**src/common/pulse_pkg.sv**
```systemverilog
package pulse_pkg;

   // Widths that carry a meaning
   typedef logic [7:0]  byte_t;     // One UART byte
   typedef logic [31:0] word_t;     // Frame payload
   typedef logic [31:0] period_t;   // Period in clocks
   typedef logic [15:0] time_t;     // Width or delay in clocks
   typedef logic [7:0]  count_t;    // Refocusing pulse count
   typedef logic [6:0]  att_t;      // Attenuator step

   // Data bytes ahead of the command byte
   localparam int FRAME_DATA_BYTES = 4;

   // Command byte codes, gaps are unused codes
   typedef enum logic [7:0] {
      CMD_SET_DELAY  = 8'd0,
      CMD_SET_PERIOD = 8'd1,
      CMD_SET_PULSE1 = 8'd2,
      CMD_SET_PULSE2 = 8'd3,
      CMD_SET_CPMG   = 8'd5,
      CMD_SET_ATT    = 8'd6
   } cmd_e;

   typedef enum logic [1:0] {
      CTRL_RECEIVE,     // Collecting frame bytes
      CTRL_DECODE,      // Register write and checksum
      CTRL_SEND_WAIT,   // Waiting for a free transmitter
      CTRL_SEND_DONE    // Echo on the line
   } ctrl_state_e;

   typedef enum logic [1:0] {
      SEQ_P1,           // Excitation pulse
      SEQ_DELAY,        // Gap after each pulse
      SEQ_P2,           // Refocusing pulse
      SEQ_IDLE          // Rest of the period
   } seq_state_e;

   // Register values after reset
   localparam period_t RST_PERIOD   = 32'd2000;
   localparam time_t   RST_P1WIDTH  = 16'd40;
   localparam time_t   RST_P2WIDTH  = 16'd40;
   localparam time_t   RST_DELAY    = 16'd150;
   localparam count_t  RST_CPMG     = 8'd1;
   localparam att_t    RST_PRE_ATT  = 7'd0;
   localparam att_t    RST_POST_ATT = 7'd127;   // Full attenuation

endpackage
```
**src/logic/pulse_top.sv**
```systemverilog
`timescale 1ns/1ps

module pulse_top #(
   parameter int CLKS_PER_BIT = 434             // 50 MHz at 115200 baud
) (
   input  logic            clk,
   input  logic            rst_n,
   input  logic            rx,
   output logic            tx,
   output logic            pulse,
   output pulse_pkg::att_t pre_att,
   output pulse_pkg::att_t post_att
);

   pulse_pkg::byte_t   rx_byte;
   logic               rx_valid;
   pulse_pkg::byte_t   tx_byte;
   logic               tx_start;
   logic               tx_busy;
   pulse_pkg::period_t period;   // Register bank to sequencer
   pulse_pkg::time_t   p1width;
   pulse_pkg::time_t   p2width;
   pulse_pkg::time_t   delay;
   pulse_pkg::count_t  cpmg;

   // Host link
   uart_rx #(
      .CLKS_PER_BIT(CLKS_PER_BIT)
   ) uart_rx_i (
      .clk     (clk),
      .rst_n   (rst_n),
      .rx      (rx),
      .rx_byte (rx_byte),
      .rx_valid(rx_valid)
   );

   uart_tx #(
      .CLKS_PER_BIT(CLKS_PER_BIT)
   ) uart_tx_i (
      .clk     (clk),
      .rst_n   (rst_n),
      .tx_start(tx_start),
      .tx_byte (tx_byte),
      .tx      (tx),
      .tx_busy (tx_busy)
   );

   pulse_control pulse_control_i (
      .clk     (clk),
      .rst_n   (rst_n),
      .rx_byte (rx_byte),
      .rx_valid(rx_valid),
      .tx_busy (tx_busy),
      .tx_byte (tx_byte),
      .tx_start(tx_start),
      .period  (period),
      .p1width (p1width),
      .p2width (p2width),
      .delay   (delay),
      .cpmg    (cpmg),
      .pre_att (pre_att),        // Straight to the pins
      .post_att(post_att)
   );

   pulse_sequencer pulse_sequencer_i (
      .clk    (clk),
      .rst_n  (rst_n),
      .period (period),
      .p1width(p1width),
      .p2width(p2width),
      .delay  (delay),
      .cpmg   (cpmg),
      .pulse  (pulse)
   );

endmodule

```
**src/logic/pulse_sequencer.sv**
```systemverilog
`timescale 1ns/1ps

module pulse_sequencer (
   input  logic               clk,
   input  logic               rst_n,
   input  pulse_pkg::period_t period,
   input  pulse_pkg::time_t   p1width,
   input  pulse_pkg::time_t   p2width,
   input  pulse_pkg::time_t   delay,
   input  pulse_pkg::count_t  cpmg,
   output logic               pulse
);

   pulse_pkg::seq_state_e state;
   pulse_pkg::seq_state_e nxt_state;
   pulse_pkg::period_t    per_left;     // Clocks left in this period
   pulse_pkg::time_t      seg_left;     // Clocks left in this segment
   pulse_pkg::time_t      nxt_left;
   pulse_pkg::count_t     rep_cnt;      // Refocusing pulses started
   pulse_pkg::count_t     nxt_rep;
   pulse_pkg::time_t      p1_r;         // Period snapshots
   pulse_pkg::time_t      p2_r;
   pulse_pkg::time_t      dly_r;
   pulse_pkg::count_t     cpmg_r;
   pulse_pkg::time_t      cur_p1;
   pulse_pkg::time_t      cur_p2;
   pulse_pkg::time_t      cur_dly;
   pulse_pkg::count_t     cur_cpmg;
   logic                  restart;

   assign restart  = (per_left == '0);
   // Live values on the restart cycle, snapshot otherwise
   assign cur_p1   = restart ? p1width : p1_r;
   assign cur_p2   = restart ? p2width : p2_r;
   assign cur_dly  = restart ? delay   : dly_r;
   assign cur_cpmg = restart ? cpmg    : cpmg_r;

   // Next segment, hopping over zero-length ones
   always_comb begin
      logic             adv;
      logic             enter;
      pulse_pkg::time_t len;
      nxt_state = state;
      nxt_left  = seg_left;
      nxt_rep   = rep_cnt;
      adv       = 1'b0;
      enter     = restart;
      len       = '0;
      if (restart) begin
         nxt_state = pulse_pkg::SEQ_P1;
         nxt_rep   = '0;
      end else if (state != pulse_pkg::SEQ_IDLE) begin
         if (seg_left == '0) adv = 1'b1;
         else nxt_left = seg_left - 1'b1;
      end
      for (int i = 0; i < 8; i++) begin
         if (adv) begin
            case (nxt_state)
               pulse_pkg::SEQ_DELAY: begin
                  if (nxt_rep < cur_cpmg) begin
                     nxt_state = pulse_pkg::SEQ_P2;
                     nxt_rep   = nxt_rep + 1'b1;
                  end else begin
                     nxt_state = pulse_pkg::SEQ_IDLE;   // Train done
                  end
               end
               pulse_pkg::SEQ_IDLE: nxt_state = pulse_pkg::SEQ_IDLE;
               default: nxt_state = pulse_pkg::SEQ_DELAY;   // After either pulse
            endcase
            adv   = 1'b0;
            enter = 1'b1;
         end else if (enter) begin
            case (nxt_state)
               pulse_pkg::SEQ_P1:    len = cur_p1;
               pulse_pkg::SEQ_P2:    len = cur_p2;
               pulse_pkg::SEQ_DELAY: len = cur_dly;
               default:              len = 16'd1;
            endcase
            if (len == '0) begin
               adv = 1'b1;                           // Skip empty segment
            end else begin
               nxt_left = len - 1'b1;
               enter    = 1'b0;
            end
         end
      end
      if (enter || adv) nxt_left = '0;              // Degenerate all-zero train
   end

   always_ff @(posedge clk) begin
      if (!rst_n) begin
         state    <= pulse_pkg::SEQ_IDLE;
         per_left <= '0;                             // Restart on first cycle out of reset
         seg_left <= '0;
         rep_cnt  <= '0;
      end else begin
         state    <= nxt_state;
         seg_left <= nxt_left;
         rep_cnt  <= nxt_rep;
         if (restart) per_left <= (period > 32'd1) ? period - 32'd1 : '0;
         else per_left <= per_left - 1'b1;
      end
   end

   // Timing held for the whole period
   always_ff @(posedge clk) begin
      if (restart) begin
         p1_r   <= p1width;
         p2_r   <= p2width;
         dly_r  <= delay;
         cpmg_r <= cpmg;
      end
   end

   assign pulse = (state == pulse_pkg::SEQ_P1) || (state == pulse_pkg::SEQ_P2);

endmodule

```
**src/logic/pulse_control.sv**
```systemverilog
`timescale 1ns/1ps

module pulse_control (
   input  logic               clk,
   input  logic               rst_n,
   input  pulse_pkg::byte_t   rx_byte,
   input  logic               rx_valid,
   input  logic               tx_busy,
   output pulse_pkg::byte_t   tx_byte,
   output logic               tx_start,
   output pulse_pkg::period_t period,
   output pulse_pkg::time_t   p1width,
   output pulse_pkg::time_t   p2width,
   output pulse_pkg::time_t   delay,
   output pulse_pkg::count_t  cpmg,
   output pulse_pkg::att_t    pre_att,
   output pulse_pkg::att_t    post_att
);

   // Index of the command byte within a frame
   localparam logic [2:0] CMD_BYTE = 3'(pulse_pkg::FRAME_DATA_BYTES);

   pulse_pkg::ctrl_state_e state;
   logic [2:0]             byte_cnt;     // Bytes taken so far
   pulse_pkg::word_t       data_word;    // Little-endian payload
   pulse_pkg::cmd_e        cmd;
   pulse_pkg::byte_t       checksum;

   // Sum of the data bytes, modulo 256
   always_comb begin
      checksum = '0;
      for (int i = 0; i < pulse_pkg::FRAME_DATA_BYTES; i++) begin
         checksum = checksum + data_word[8*i +: 8];
      end
   end

   // One cycle strobe, only with the transmitter free
   assign tx_start = (state == pulse_pkg::CTRL_SEND_WAIT) && !tx_busy;

   always_ff @(posedge clk) begin
      if (!rst_n) begin
         state    <= pulse_pkg::CTRL_RECEIVE;
         byte_cnt <= '0;
         period   <= pulse_pkg::RST_PERIOD;
         p1width  <= pulse_pkg::RST_P1WIDTH;
         p2width  <= pulse_pkg::RST_P2WIDTH;
         delay    <= pulse_pkg::RST_DELAY;
         cpmg     <= pulse_pkg::RST_CPMG;
         pre_att  <= pulse_pkg::RST_PRE_ATT;
         post_att <= pulse_pkg::RST_POST_ATT;
      end else begin
         case (state)
            pulse_pkg::CTRL_RECEIVE: begin
               if (rx_valid) begin
                  if (byte_cnt == CMD_BYTE) begin
                     byte_cnt <= '0;
                     state    <= pulse_pkg::CTRL_DECODE;   // Command byte in
                  end else begin
                     byte_cnt <= byte_cnt + 1'b1;
                  end
               end
            end
            pulse_pkg::CTRL_DECODE: begin
               // One register per command
               case (cmd)
                  pulse_pkg::CMD_SET_DELAY:  delay   <= data_word[15:0];
                  pulse_pkg::CMD_SET_PERIOD: period  <= data_word;
                  pulse_pkg::CMD_SET_PULSE1: p1width <= data_word[15:0];
                  pulse_pkg::CMD_SET_PULSE2: p2width <= data_word[15:0];
                  pulse_pkg::CMD_SET_CPMG:   cpmg    <= data_word[7:0];
                  pulse_pkg::CMD_SET_ATT: begin
                     pre_att  <= data_word[6:0];
                     post_att <= data_word[14:8];
                  end
                  default: ;                               // Unknown code, echo only
               endcase
               state <= pulse_pkg::CTRL_SEND_WAIT;
            end
            pulse_pkg::CTRL_SEND_WAIT: begin
               if (!tx_busy) state <= pulse_pkg::CTRL_SEND_DONE;   // tx_start fires now
            end
            pulse_pkg::CTRL_SEND_DONE: begin
               // Busy is already up here, wait for the stop bit
               if (!tx_busy) state <= pulse_pkg::CTRL_RECEIVE;
            end
            default: state <= pulse_pkg::CTRL_RECEIVE;
         endcase
      end
   end

   // Frame payload and echo byte
   always_ff @(posedge clk) begin
      if (state == pulse_pkg::CTRL_RECEIVE && rx_valid) begin
         if (byte_cnt == CMD_BYTE) begin
            cmd <= pulse_pkg::cmd_e'(rx_byte);
         end else begin
            data_word[8*byte_cnt +: 8] <= rx_byte;   // LSB byte first
         end
      end
      if (state == pulse_pkg::CTRL_DECODE) tx_byte <= checksum;
   end

endmodule

```
**src/uart/uart_tx.sv**
```systemverilog
`timescale 1ns/1ps

module uart_tx #(
   parameter int CLKS_PER_BIT = 434             // Clocks per bit time
) (
   input  logic             clk,
   input  logic             rst_n,
   input  logic             tx_start,
   input  pulse_pkg::byte_t tx_byte,
   output logic             tx,
   output logic             tx_busy
);

   localparam int CNT_W = $clog2(CLKS_PER_BIT + 1);
   localparam logic [CNT_W-1:0] BIT_END = CNT_W'(CLKS_PER_BIT - 1);

   logic [CNT_W-1:0] clk_cnt;
   logic [3:0]       bit_idx;       // 0 start, 1 to 8 data, 9 stop
   pulse_pkg::byte_t data_reg;
   logic             bit_end;
   logic             last_bit;

   assign bit_end  = (clk_cnt == BIT_END);
   assign last_bit = (bit_idx == 4'd9);

   always_ff @(posedge clk) begin
      if (!rst_n) begin
         tx      <= 1'b1;           // Idle level
         tx_busy <= 1'b0;
         clk_cnt <= '0;
         bit_idx <= '0;
      end else if (!tx_busy) begin
         if (tx_start) begin
            tx      <= 1'b0;        // Start bit
            tx_busy <= 1'b1;
            clk_cnt <= '0;
            bit_idx <= '0;
         end
      end else if (bit_end) begin
         clk_cnt <= '0;
         if (last_bit) begin
            tx_busy <= 1'b0;        // Stop bit done, line already high
         end else begin
            bit_idx <= bit_idx + 1'b1;
            tx      <= data_reg[0];
         end
      end else begin
         clk_cnt <= clk_cnt + 1'b1;
      end
   end

   // Ones shift in behind the data and form the stop bit
   always_ff @(posedge clk) begin
      if (!tx_busy && tx_start) begin
         data_reg <= tx_byte;
      end else if (tx_busy && bit_end && !last_bit) begin
         data_reg <= {1'b1, data_reg[7:1]};
      end
   end

endmodule

```
**src/uart/uart_rx.sv**
```systemverilog
`timescale 1ns/1ps

module uart_rx #(
   parameter int CLKS_PER_BIT = 434             // Clocks per bit time
) (
   input  logic             clk,
   input  logic             rst_n,
   input  logic             rx,
   output pulse_pkg::byte_t rx_byte,
   output logic             rx_valid
);

   localparam int CNT_W = $clog2(CLKS_PER_BIT + 1);
   localparam logic [CNT_W-1:0] BIT_END  = CNT_W'(CLKS_PER_BIT - 1);
   localparam logic [CNT_W-1:0] HALF_BIT = CNT_W'((CLKS_PER_BIT - 1) / 2);

   typedef enum logic [1:0] {
      RX_IDLE,
      RX_START,
      RX_DATA,
      RX_STOP
   } rx_state_e;

   rx_state_e        state;
   logic             rx_meta;       // First sync stage
   logic             rx_sync;       // Safe to sample
   logic [CNT_W-1:0] clk_cnt;
   logic [2:0]       bit_idx;
   pulse_pkg::byte_t shift_reg;
   logic             bit_end;

   assign bit_end = (clk_cnt == BIT_END);

   // Line idles high
   always_ff @(posedge clk) begin
      if (!rst_n) begin
         rx_meta <= 1'b1;
         rx_sync <= 1'b1;
      end else begin
         rx_meta <= rx;
         rx_sync <= rx_meta;
      end
   end

   always_ff @(posedge clk) begin
      if (!rst_n) begin
         state    <= RX_IDLE;
         clk_cnt  <= '0;
         bit_idx  <= '0;
         rx_valid <= 1'b0;
      end else begin
         rx_valid <= 1'b0;
         case (state)
            RX_IDLE: begin
               clk_cnt <= '0;
               bit_idx <= '0;
               if (!rx_sync) state <= RX_START;    // Falling edge
            end
            RX_START: begin
               if (clk_cnt == HALF_BIT) begin
                  clk_cnt <= '0;                   // Now aligned to mid-bit
                  if (rx_sync) state <= RX_IDLE;   // Glitch, not a start bit
                  else state <= RX_DATA;
               end else begin
                  clk_cnt <= clk_cnt + 1'b1;
               end
            end
            RX_DATA: begin
               if (bit_end) begin
                  clk_cnt <= '0;
                  bit_idx <= bit_idx + 1'b1;
                  if (bit_idx == 3'd7) state <= RX_STOP;
               end else begin
                  clk_cnt <= clk_cnt + 1'b1;
               end
            end
            RX_STOP: begin
               if (bit_end) begin
                  state    <= RX_IDLE;
                  rx_valid <= rx_sync;             // Framing error drops the byte
               end else begin
                  clk_cnt <= clk_cnt + 1'b1;
               end
            end
         endcase
      end
   end

   // LSB arrives first
   always_ff @(posedge clk) begin
      if (state == RX_DATA && bit_end) shift_reg <= {rx_sync, shift_reg[7:1]};
      if (state == RX_STOP && bit_end && rx_sync) rx_byte <= shift_reg;
   end

endmodule

```
**config.mk**
```make
export PLATFORM = sky130hd
export DESIGN_NAME = pulse_top
export DESIGN_NICKNAME = d
export VERILOG_FILES = /design/src/common/pulse_pkg.sv /design/src/logic/pulse_top.sv /design/src/logic/pulse_sequencer.sv /design/src/logic/pulse_control.sv /design/src/uart/uart_tx.sv /design/src/uart/uart_rx.sv
export SDC_FILE = /design/constraint.sdc
export NUM_CORES = 1
export LEC_CHECK = 0
export CORE_MARGIN = 1.5
export CORE_UTILIZATION = 45
export DETAILED_ROUTE_END_ITERATION = 10
export DONT_BUFFER_PORTS = 1
export PLACE_DENSITY_LB_ADDON = 0.15
export SYNTH_ARGS = -nofsm -noshare
export SYNTH_HDL_FRONTEND = slang
export SYNTH_HIERARCHICAL = 1
export SYNTH_SLANG_ARGS = --single-unit
```
**constraint.sdc**
```tcl
create_clock -name clk -period 16.6 [get_ports clk]
set_input_delay 1.66 -clock clk [delete_from_list [all_inputs] [get_ports clk]]
set_output_delay 1.66 -clock clk [all_outputs]
set_load 0.02 [all_outputs]
```
== Yosys cells after proc, flatten, opt, wreduce, memory -nomap -nowiden ==
Cells that the tools add are included.

* Word-level logic and storage cells: 360
* Register bits after elaboration: 325
* Output and inout bits: 16
* Input bits: 3

* Muxes and demuxes: 179
* Bitwise operators: 2
* Reduce and logical (&&, ||, !) cells: 52
* Equality and inequality tests: 55
* Order comparisons: 9
* Add/sub/neg operators: 28
* Shift operators: 2

{| class="wikitable"
|+ Operator list
! operator !! number
|-
| two-way mux 16 bit || 46
|-
| case mux 16 bit (3 select lines) || 8
|-
| two-way mux 8 bit || 28
|-
| zero test 16 bit || 9
|-
| subtractor 16 x 1 -> 16 bit, second input constant || 9
|-
| adder 8 x 1 -> 8 bit, second input constant || 8
|-
| < comparator 8 bit || 8
|-
| two-way mux 32 bit || 2
|-
| subtractor 32 x 1 -> 32 bit, second input constant || 2
|-
| two-way mux 9 bit || 6
|-
| two-way mux 1 bit || 51
|-
| equality test 2 bit, second input constant || 21
|-
| two-way mux 2 bit || 19
|-
| case mux 9 bit (4 select lines) || 1
|-
| negator 6 -> 34 bit || 1
|-
| variable shift 8 x 34 -> 32 bit, first input constant || 1
|-
| indexed part select 8 x 34 -> 32 bit || 1
|-
| bitwise mux 32 bit || 1
|-
| greater-than comparator 32 x 1 -> 1 bit, second input constant || 1
|-
| zero test 32 bit || 1
|-
| case mux 2 bit (2 select lines) || 8
|-
| adder 8 bit || 3
|-
| zero test 2 bit || 11
|-
| equality test 2 x 1 -> 1 bit, second input constant || 10
|-
| other kinds (27) || 71
|}

== Longest topological paths before layout ==
Gate-level depths: netlist (run 1).

* Depth after elaboration: 54
* Mapped depth: 78
* Depth with buffers taken out: 68

== Modules after synthesis ==
Netlist (run 1), hierarchy kept.

{| class="wikitable"
|+ Modules (own cells, without submodules)
! module !! area each (µm²) !! sequential area each (µm²) !! cells an instance !! instances
|-
| pulse_sequencer || 14096.0 || 2282.2 || 1967 || 1
|-
| pulse_control || 6526.3 || 3583.4 || 633 || 1
|-
| uart_rx || 1357.6 || 820.8 || 109 || 1
|-
| uart_tx || 1176.1 || 540.5 || 127 || 1
|}

== Least setup slack after synthesis (run 1) ==
No wires, ideal clock.

* Path kind: register -> register
* Start point: reg pulse_sequencer_i.per_left[0]
* End point: reg pulse_sequencer_i.rep_cnt[2]
* Library setup time: 0.131 ns
* Data arrival time: 15.407 ns
* Data required time: 16.469 ns
* Path slack: 1.063 ns
* Buffers on the path: 10
* Stages on the path, launching flop included: 75
* Cell sequence: dfxtp_1 -> inv_1 -> ha_1 -> nor3b_2 -> nand3_1 -> nor3_4 -> buf_4 -> buf_4 -> buf_4 -> buf_4 -> buf_2 -> clkbuf_1 -> buf_1 -> clkbuf_1 -> buf_1 -> mux2i_1 -> ha_1 -> nand4_1 -> [... 39 more ...] -> a21o_1 -> a21oi_1 -> nand3_1 -> a211o_1 -> and3_4 -> nor3_1 -> and4_1 -> xor2_1 -> ha_1 -> a21o_1 -> a21oi_1 -> nor2b_1 -> o21ai_0 -> nand2_1 -> nor3_1 -> o21ai_1 -> o211ai_1 -> o31ai_1

* Cells in the longest elaborated chain, start to end: 38
* Elaborated cells on any way between the ends: 153

{| class="wikitable"
|+ RTL lines
! element !! line !! source
|-
| start: declaration || pulse_sequencer.sv:16 || <nowiki>pulse_pkg::period_t per_left;</nowiki>
|-
| start signal: assignment || pulse_sequencer.sv:100 || <nowiki>if (restart) per_left <= (period > 32'd1) ? period - 32'd1 : '0;</nowiki>
|-
| start signal: assignment || pulse_sequencer.sv:101 || <nowiki>else per_left <= per_left - 1'b1;</nowiki>
|-
| zero test 32 bit (*) || pulse_sequencer.sv:31 || <nowiki>assign restart = (per_left == '0);</nowiki>
|-
| branches (longest 36 deep; another with adder 8 x 1 -> 8 bit) || -- ||
|-
| two-way mux 8 bit (*) || pulse_sequencer.sv:57 || <nowiki>if (adv) begin</nowiki>
|-
| end signal: assignment || pulse_sequencer.sv:99 || <nowiki>rep_cnt <= nxt_rep;</nowiki>
|-
| end: declaration || pulse_sequencer.sv:19 || <nowiki>pulse_pkg::count_t rep_cnt;</nowiki>
|}

Every way passes the cells marked *. The select of a mux whose other input is x is not followed.
A chain may end at the register's enable or synchronous reset.

== Final worst setup path (run 1) ==
* Start point: reg pulse_sequencer_i.per_left[28]
* End point: reg pulse_sequencer_i.rep_cnt[2]

The elaborated chain is that of the path after synthesis.

==> results of run 1 <==
-- metal layers --
layer	wire length, um	global-route usage, %	vias to the layer above	part of all wire, %
met5	0	0	-	0
met4	3931	13.60	0	4.3
met3	8762	8.036	237	9.6
met2	37890	49.92	1113	41
met1	41040	47.96	10930	45
li1	-	-	10170	-
-- area by class of cell --
cell class | count | area, um2
timing repair buffer | 52 | 402.9
clock inverter | 22 | 255.2
tap | 672 | 840.8
inverter | 123 | 461.7
multi-input combinational | 2255 | 14860
sequential | 325 | 7227
clock buffer | 52 | 1107
fill | 4958 | 25320
-- kinds of logic (layout without fill, tap and decap cells) --
family	after synthesis	in the layout
flops	325	325
simple gates	1187	1187
xor+xnor	170	170
buf+inv	256	249
compound gates	691	691
mux	104	104
fa+ha+maj	103	103
-- per-stage QoR --
stage | power, W | hold slack [ps] | setup slack (ps) | area (um2)
after floorplan | 0.003275 | 386.3 | 1063 | 23160
after global placement | 0.004416 | 396.7 | 1615 | 23760
after detailed placement | 0.004416 | 395.7 | 1109 | 23760
after CTS | 0.005332 | 408.9 | 1008 | 25120
after global routing | 0.005729 | 430.8 | 146.7 | 25160
final | 0.005490 | 410.4 | 1220 | 25160
-- layout by cell type, fill, tap and decap left out, types with 58 or more instances in the layout --
master | netlist | routed
ha_1 | 89 | 89
dfxtp_1 | 253 | 253
nand3_1 | 94 | 94
a21oi_1 | 151 | 151
xnor2_1 | 98 | 98
nor2_1 | 200 | 200
nor3_1 | 86 | 85
edfxtp_1 | 72 | 72
o211ai_1 | 58 | 58
inv_1 | 123 | 123
and2_1 | 73 | 73
nand2_1 | 404 | 404
xor2_1 | 70 | 70
mux2i_1 | 82 | 82
o21ai_0 | 134 | 133
-- worst paths after layout --
check | startpoint | endpoint | slack (ps)
max | pulse_sequencer_i/per_left[28] | pulse_sequencer_i/rep_cnt[2] | 1220
min | uart_rx_i/rx_meta | uart_rx_i/rx_sync | 410
max reg2reg | pulse_sequencer_i/per_left[28] | pulse_sequencer_i/rep_cnt[2] | 1220
min reg2reg | uart_rx_i/rx_meta | uart_rx_i/rx_sync | 410
-- repair_timing --
| action | 4_1_cts | 5_1_grt |
|---|---|---|
| resized for setup | 0 | 2 |
| buffers inserted | 0 | 1 |
| endpoints found under the setup margin | 0 | 7 |
-- power breakdown --
part	switching (W)	total [W]	internal, W
combinational	0.00250	0.00363	0.00113
clock	0.000385	0.000899	0.000514
sequential	0.0000874	0.000961	0.000874
-- worst max-delay path: cells and delay by family (launching register included) --
| kind | cells | cell delay, ps |
|---|---|---|
| XOR/XNOR | 4 | 1150 |
| buffers and inverters | 3 | 510 |
| multiplexers | 1 | 200 |
| flip-flops | 1 | 340 |
| AO/OA/AOI/OAI | 22 | 4530 |
| adder cells (fa/ha/maj) | 6 | 1730 |
| AND/OR/NAND/NOR | 29 | 6770 |
==> flow_metrics.py, run 1 <==
metrics = {
    "outcome": {
        "status": "finished, final reports clean",
    },
    "place": {
        "dp_hpwl_um": 70490,
        "portBuffers": 0,
        "place_congestion": 1.019,
        "place_inst": 3426,
    },
    "floorplan": {
        "fp.dieW_um": 229.8,
        "std_cell_rows": 82,
        "dieArea_mm2": 0.05283,
        "design.core.area_mm2": 0.05048,
        "design.portCount": 19,
        "die_h_um": 229.8,
        "start_util_pct": 45.87,
    },
    "cells_and_area": {
        "syn2layout_area_growth_pct": 8.651,
        "final_cells": 3501,
        "drive_above_1_share_pct": 8.130,
        "largestRegisters": "pulse_control_i/data_word: 32 flops, pulse_control_i/period: 32 flops, pulse_sequencer_i/per_left: 32 flops",
        "final_util_pct": 49.84,
        "nets": 2903,
        "insertedDiodeCount": 0,
    },
    "yosys": {
        "synth_area_leaders": "dfxtp_1 (22%), edfxtp_1 (9.3%), nand2_1 (6.5%), ha_1 (4.8%), xnor2_1 (3.7%)",
        "ys.flop_type": "dfxtp_1",
        "synth_cell_types": 122,
        "synth_compound_area_share_pct": 20.42,
        "netlist_top_cells_count": "nand2_1 (404), dfxtp_1 (253), nor2_1 (200), a21oi_1 (151), o21ai_0 (134)",
        "ys_seq_elements": 325,
        "synth_edf_count": 72,
        "synth_top_area_cell": "dfxtp_1",
        "yosys_warnings": 6,
        "synthMuxAreaShare_pct": 4.614,
        "async_flop_share_pct": 0,
        "synthAdderAreaFrac_pct": 6.019,
        "syn-mean-instance-area_um2": 8.165,
        "synthCells": 2836,
        "synth_top_cell_area_share_pct": 21.87,
        "synth_xor_area_share_pct": 6.495,
        "netlist_area_mm2": 0.02316,
        "synth_top_family_by_area": "simple AND/OR/NAND/NOR gates",
        "synth_simple_gate_area_share_pct": 26.41,
        "synthesis.nets": 2942,
        "synth.most_common_cell": "nand2_1",
        "ys_seq_area_share_pct": 31.21,
    },
    "drt": {
        "drt_iter0_drc": 2264,
        "vias": 22450,
        "drc": 0,
        "wire_per_inst_um": 26.17,
        "viasPerCell": 6.413,
        "firstDrtPassIters": 6,
        "ant_nets": 0,
        "routed_wl_um": 91620,
    },
    "hold_path": {
        "holdPathStages": 1,
        "hold_path.class": "reg2reg",
    },
    "worst_setup_path": {
        "r2r_cells": 65,
        "crit_path_max_fanout": 7,
        "worst-setup-path-type": "reg2reg",
        "cp_slowest_cell": "nor3_1",
        "cpMostUsedCell": "ha_1",
        "endpoint_kind": "flip-flop",
        "cp_slowest_stage_delay_ps": 560,
        "start_kind": "flip-flop",
        "required_ps": 17060,
        "cp.arrival_ps": 15840,
    },
    "timing": {
        "max_slew_margin_pct": 16.97,
        "fin_worst_skew_ps": 36.53,
        "period_minus_slack_ps": 15380,
        "setup_tns_ps": 0,
        "rsz0062_at_grt": "false",
        "clock.fmax_mhz": 65.02,
        "maxSlewViolCount": 0,
        "tightestPinTransition_ps": 1235,
        "finalSetupViolations": 0,
        "hold_viol": 0,
        "period_share_pct": 92.65,
    },
    "grt": {
        "gr-total-overflow": 0,
        "grt_pass1_wl_um": 136600,
        "grt_start_max_net_pins": 162,
        "antenna_found_initial": 4,
        "grtUsageTotal_pct": 34.07,
        "grt_pass1_vias": 21490,
    },
    "job": {
        "cap_violations": 0,
    },
    "clock_tree": {
        "hold_buffers": 0,
        "cts_buffer_depth": 3,
        "cts_max_level": 2,
        "cts-root-buf": "clkbuf_16",
        "numClockSinks": 325,
        "cts_buffers": 40,
        "cts_tree": "yes",
        "clk_pin_slew_ps": 60,
        "clk-insertion-delay-late_ps": 600,
    },
    "pwr": {
        "powerDensity_mw_per_mm2": 218.2,
        "peakVddDrop_mv": 0.1667,
        "static-leakage-power_nw": 10.08,
    },
}
No activity file was read; power rests on OpenSTA's default activity.
==> run 2, diff against run 1 <==
- CORE_UTILIZATION: 45 -> 59
==> run 2 against run 1 <==
Effect of this change: design area decreased by 1.0%; wire length is 5.8% lower; clock-buffer cell count up 2; critical path depth fell by 1; clock power is 1% lower; critical endpoint unchanged; largest cell class unchanged; largest power group unchanged.
==> flow_metrics.py, run 2 (synthesized netlist as in run 1, its figures left out) <==
metrics = {
    "drt": {
        "routed_wl_um": 86270,
        "routedLengthMet1_um": 35380,
        "viasPerCell": 6.871,
        "drc": 0,
        "drt_iter0_drc": 2937,
        "vias": 22930,
        "dr_wl_met3_um": 11380,
        "firstDrtPassIters": 6,
        "ant_nets": 0,
        "wl_met2_um": 35050,
        "wire_per_inst_um": 25.85,
        "top_layer": "met4",
    },
    "timing": {
        "clock.fmax_mhz": 64.73,
        "setup_tns_ps": 0,
        "finalSetupViolations": 0,
        "max_slew_margin_pct": 2.809,
        "period_minus_slack_ps": 15450,
        "hold_viol": 0,
        "rsz0062_at_grt": "false",
        "period_share_pct": 93.07,
        "fin_worst_skew_ps": 13.74,
        "maxSlewViolCount": 0,
        "hold_ws_ps": 420.1,
        "tightestPinTransition_ps": 1438,
    },
    "grt": {
        "grt_pass1_wl_um": 130900,
        "grtUsageTotal_pct": 42.13,
        "gr-total-overflow": 0,
        "antenna_found_initial": 1,
        "grt_pass1_vias": 21650,
        "grt_start_max_net_pins": 162,
    },
    "worst_setup_path": {
        "cp_slowest_cell": "nor4_2",
        "worst-setup-path-type": "reg2reg",
        "start_kind": "flip-flop",
        "rr_endpoint": "pulse_sequencer_i/rep_cnt[2]",
        "r2r-start": "pulse_sequencer_i/per_left[20]",
        "r2r_slack_ps": 1150,
        "cp.arrival_ps": 15880,
        "required_ps": 17030,
        "cp_slowest_stage_delay_ps": 610,
        "crit_path_max_fanout": 17,
        "cpMostUsedCell": "a21o_1",
        "r2r_cells": 64,
        "endpoint_kind": "flip-flop",
    },
    "hold_path": {
        "holdPathStages": 0,
        "hold_path_end": "uart_rx_i/rx_byte[0]",
        "worstHoldStart": "uart_rx_i/shift_reg[0]",
        "hold_path.class": "reg2reg",
    },
    "cells_and_area": {
        "largestRegisters": "pulse_control_i/data_word: 32 flops, pulse_control_i/period: 32 flops, pulse_sequencer_i/per_left: 32 flops",
        "final_common_cell": "nand2_1",
        "nets": 2894,
        "final_cell_mix": "nand2_1 (404), dfxtp_1 (253), nor2_1 (200)",
        "drive_above_1_share_pct": 7.881,
        "syn2layout_area_growth_pct": 7.554,
    },
    "floorplan": {
        "dieArea_mm2": 0.04045,
        "fp.dieW_um": 201.1,
        "start_util_pct": 59.92,
        "design.portCount": 19,
        "std_cell_rows": 72,
        "die_h_um": 201.1,
        "design.core.area_mm2": 0.03865,
    },
    "pwr": {
        "peakVddDrop_mv": 0.1723,
        "static-leakage-power_nw": 10.06,
        "powerDensity_mw_per_mm2": 217.6,
    },
    "job": {
        "cap_violations": 0,
    },
    "clock_tree": {
        "cts_tree": "yes",
        "cts_buffers": 38,
        "numClockSinks": 325,
        "cts-root-buf": "clkbuf_16",
        "clk_pin_slew_ps": 60,
        "cts_buffer_depth": 3,
        "hold_buffers": 0,
        "cts_max_level": 2,
        "clk-insertion-delay-late_ps": 570,
    },
    "place": {
        "dp_hpwl_um": 64700,
        "portBuffers": 0,
        "place_congestion": 1.130,
    },
    "outcome": {
        "status": "finished, final reports clean",
    },
}
-- run 2: cell types whose count changed in the layout (fill, tap and decap cells not counted), moves of 2 or more --
cell,change
buf_4,-8
bufinv_16,+2
clkbuf_16,-3
clkbuf_8,+4
clkinvlp_4,-7
diode_2,+2
-- run 2: through the flow --
step / util (%) / area [um2] / total power [W] / setup WS [ps] / cells
2_1_floorplan: - / 23160 / 0.003275 / 1063 / 2836
3_3_place_gp: 60.85 / 23520 / 0.004292 / 1636 / 3263
4_1_cts: 64.26 / 24840 / 0.005202 / 776.7 / 3332
5_1_grt: 64.43 / 24900 / 0.005632 / 21.57 / 3335
3_5_place_dp: 60.85 / 23520 / 0.004306 / 882.9 / 3263
6_report: 64.44 / 24910 / 0.005420 / 1151 / 3337
-- run 2: cell type report --
cell class                 instances  area (um2)
inverter                         123       461.7
antenna                            2       5.005
clock buffer                      54        1095
multi-input combinational       2255       14880
sequential                       325        7227
timing repair buffer              45       362.8
clock inverter                    15       226.5
tap                              518       648.1
fill                            3366       13740
-- run 2: report_power, final --
group	switching, W	internal (W)	leakage [nW]	total, W
Clock	0.000359	0.000528	0.648	0.000887
Combinational	0.00243	0.00114	6.73	0.00357
Sequential	0.0000862	0.000875	2.69	0.000961
Total	0.00288	0.00254	10.1	0.00542
-- run 2: worst max-delay path, delay by kind of cell, from the launching register on --
kind / cells / cell delay [ps]
fa+ha+maj: 6 / 1770
simple gates: 28 / 6440
buf+inv: 2 / 350
compound gates: 24 / 5250
flops: 1 / 370
xor+xnor: 4 / 1080
-- run 2: per-layer routing --
layer	up-vias	global-route usage, %
met5	-	0
met4	0	19.09
met3	321	11.55
met2	1480	60.45
met1	10950	58.81
li1	10180	-
-- run 2: worst max-delay path by stage --
stage	startpoint	end	slack, ps	cells past startpoint
4_1_cts	pulse_sequencer_i/per_left[28]	pulse_sequencer_i/rep_cnt[2]	780	63
6_report	pulse_sequencer_i/per_left[20]	pulse_sequencer_i/rep_cnt[2]	1150	64
2_1_floorplan	pulse_sequencer_i/per_left[0]	pulse_sequencer_i/rep_cnt[2]	1060	74
3_5_place_dp	pulse_sequencer_i/per_left[28]	pulse_sequencer_i/rep_cnt[2]	880	63
5_1_grt	pulse_sequencer_i/per_left[0]	pulse_sequencer_i/rep_cnt[2]	20	67
3_3_place_gp	pulse_sequencer_i/per_left[28]	pulse_sequencer_i/rep_cnt[2]	1640	63
-- run 2: timing repair --
item,in CTS,in global routing
endpoints found under the setup margin,0,15
setup buffers,0,3
resized for setup,0,6
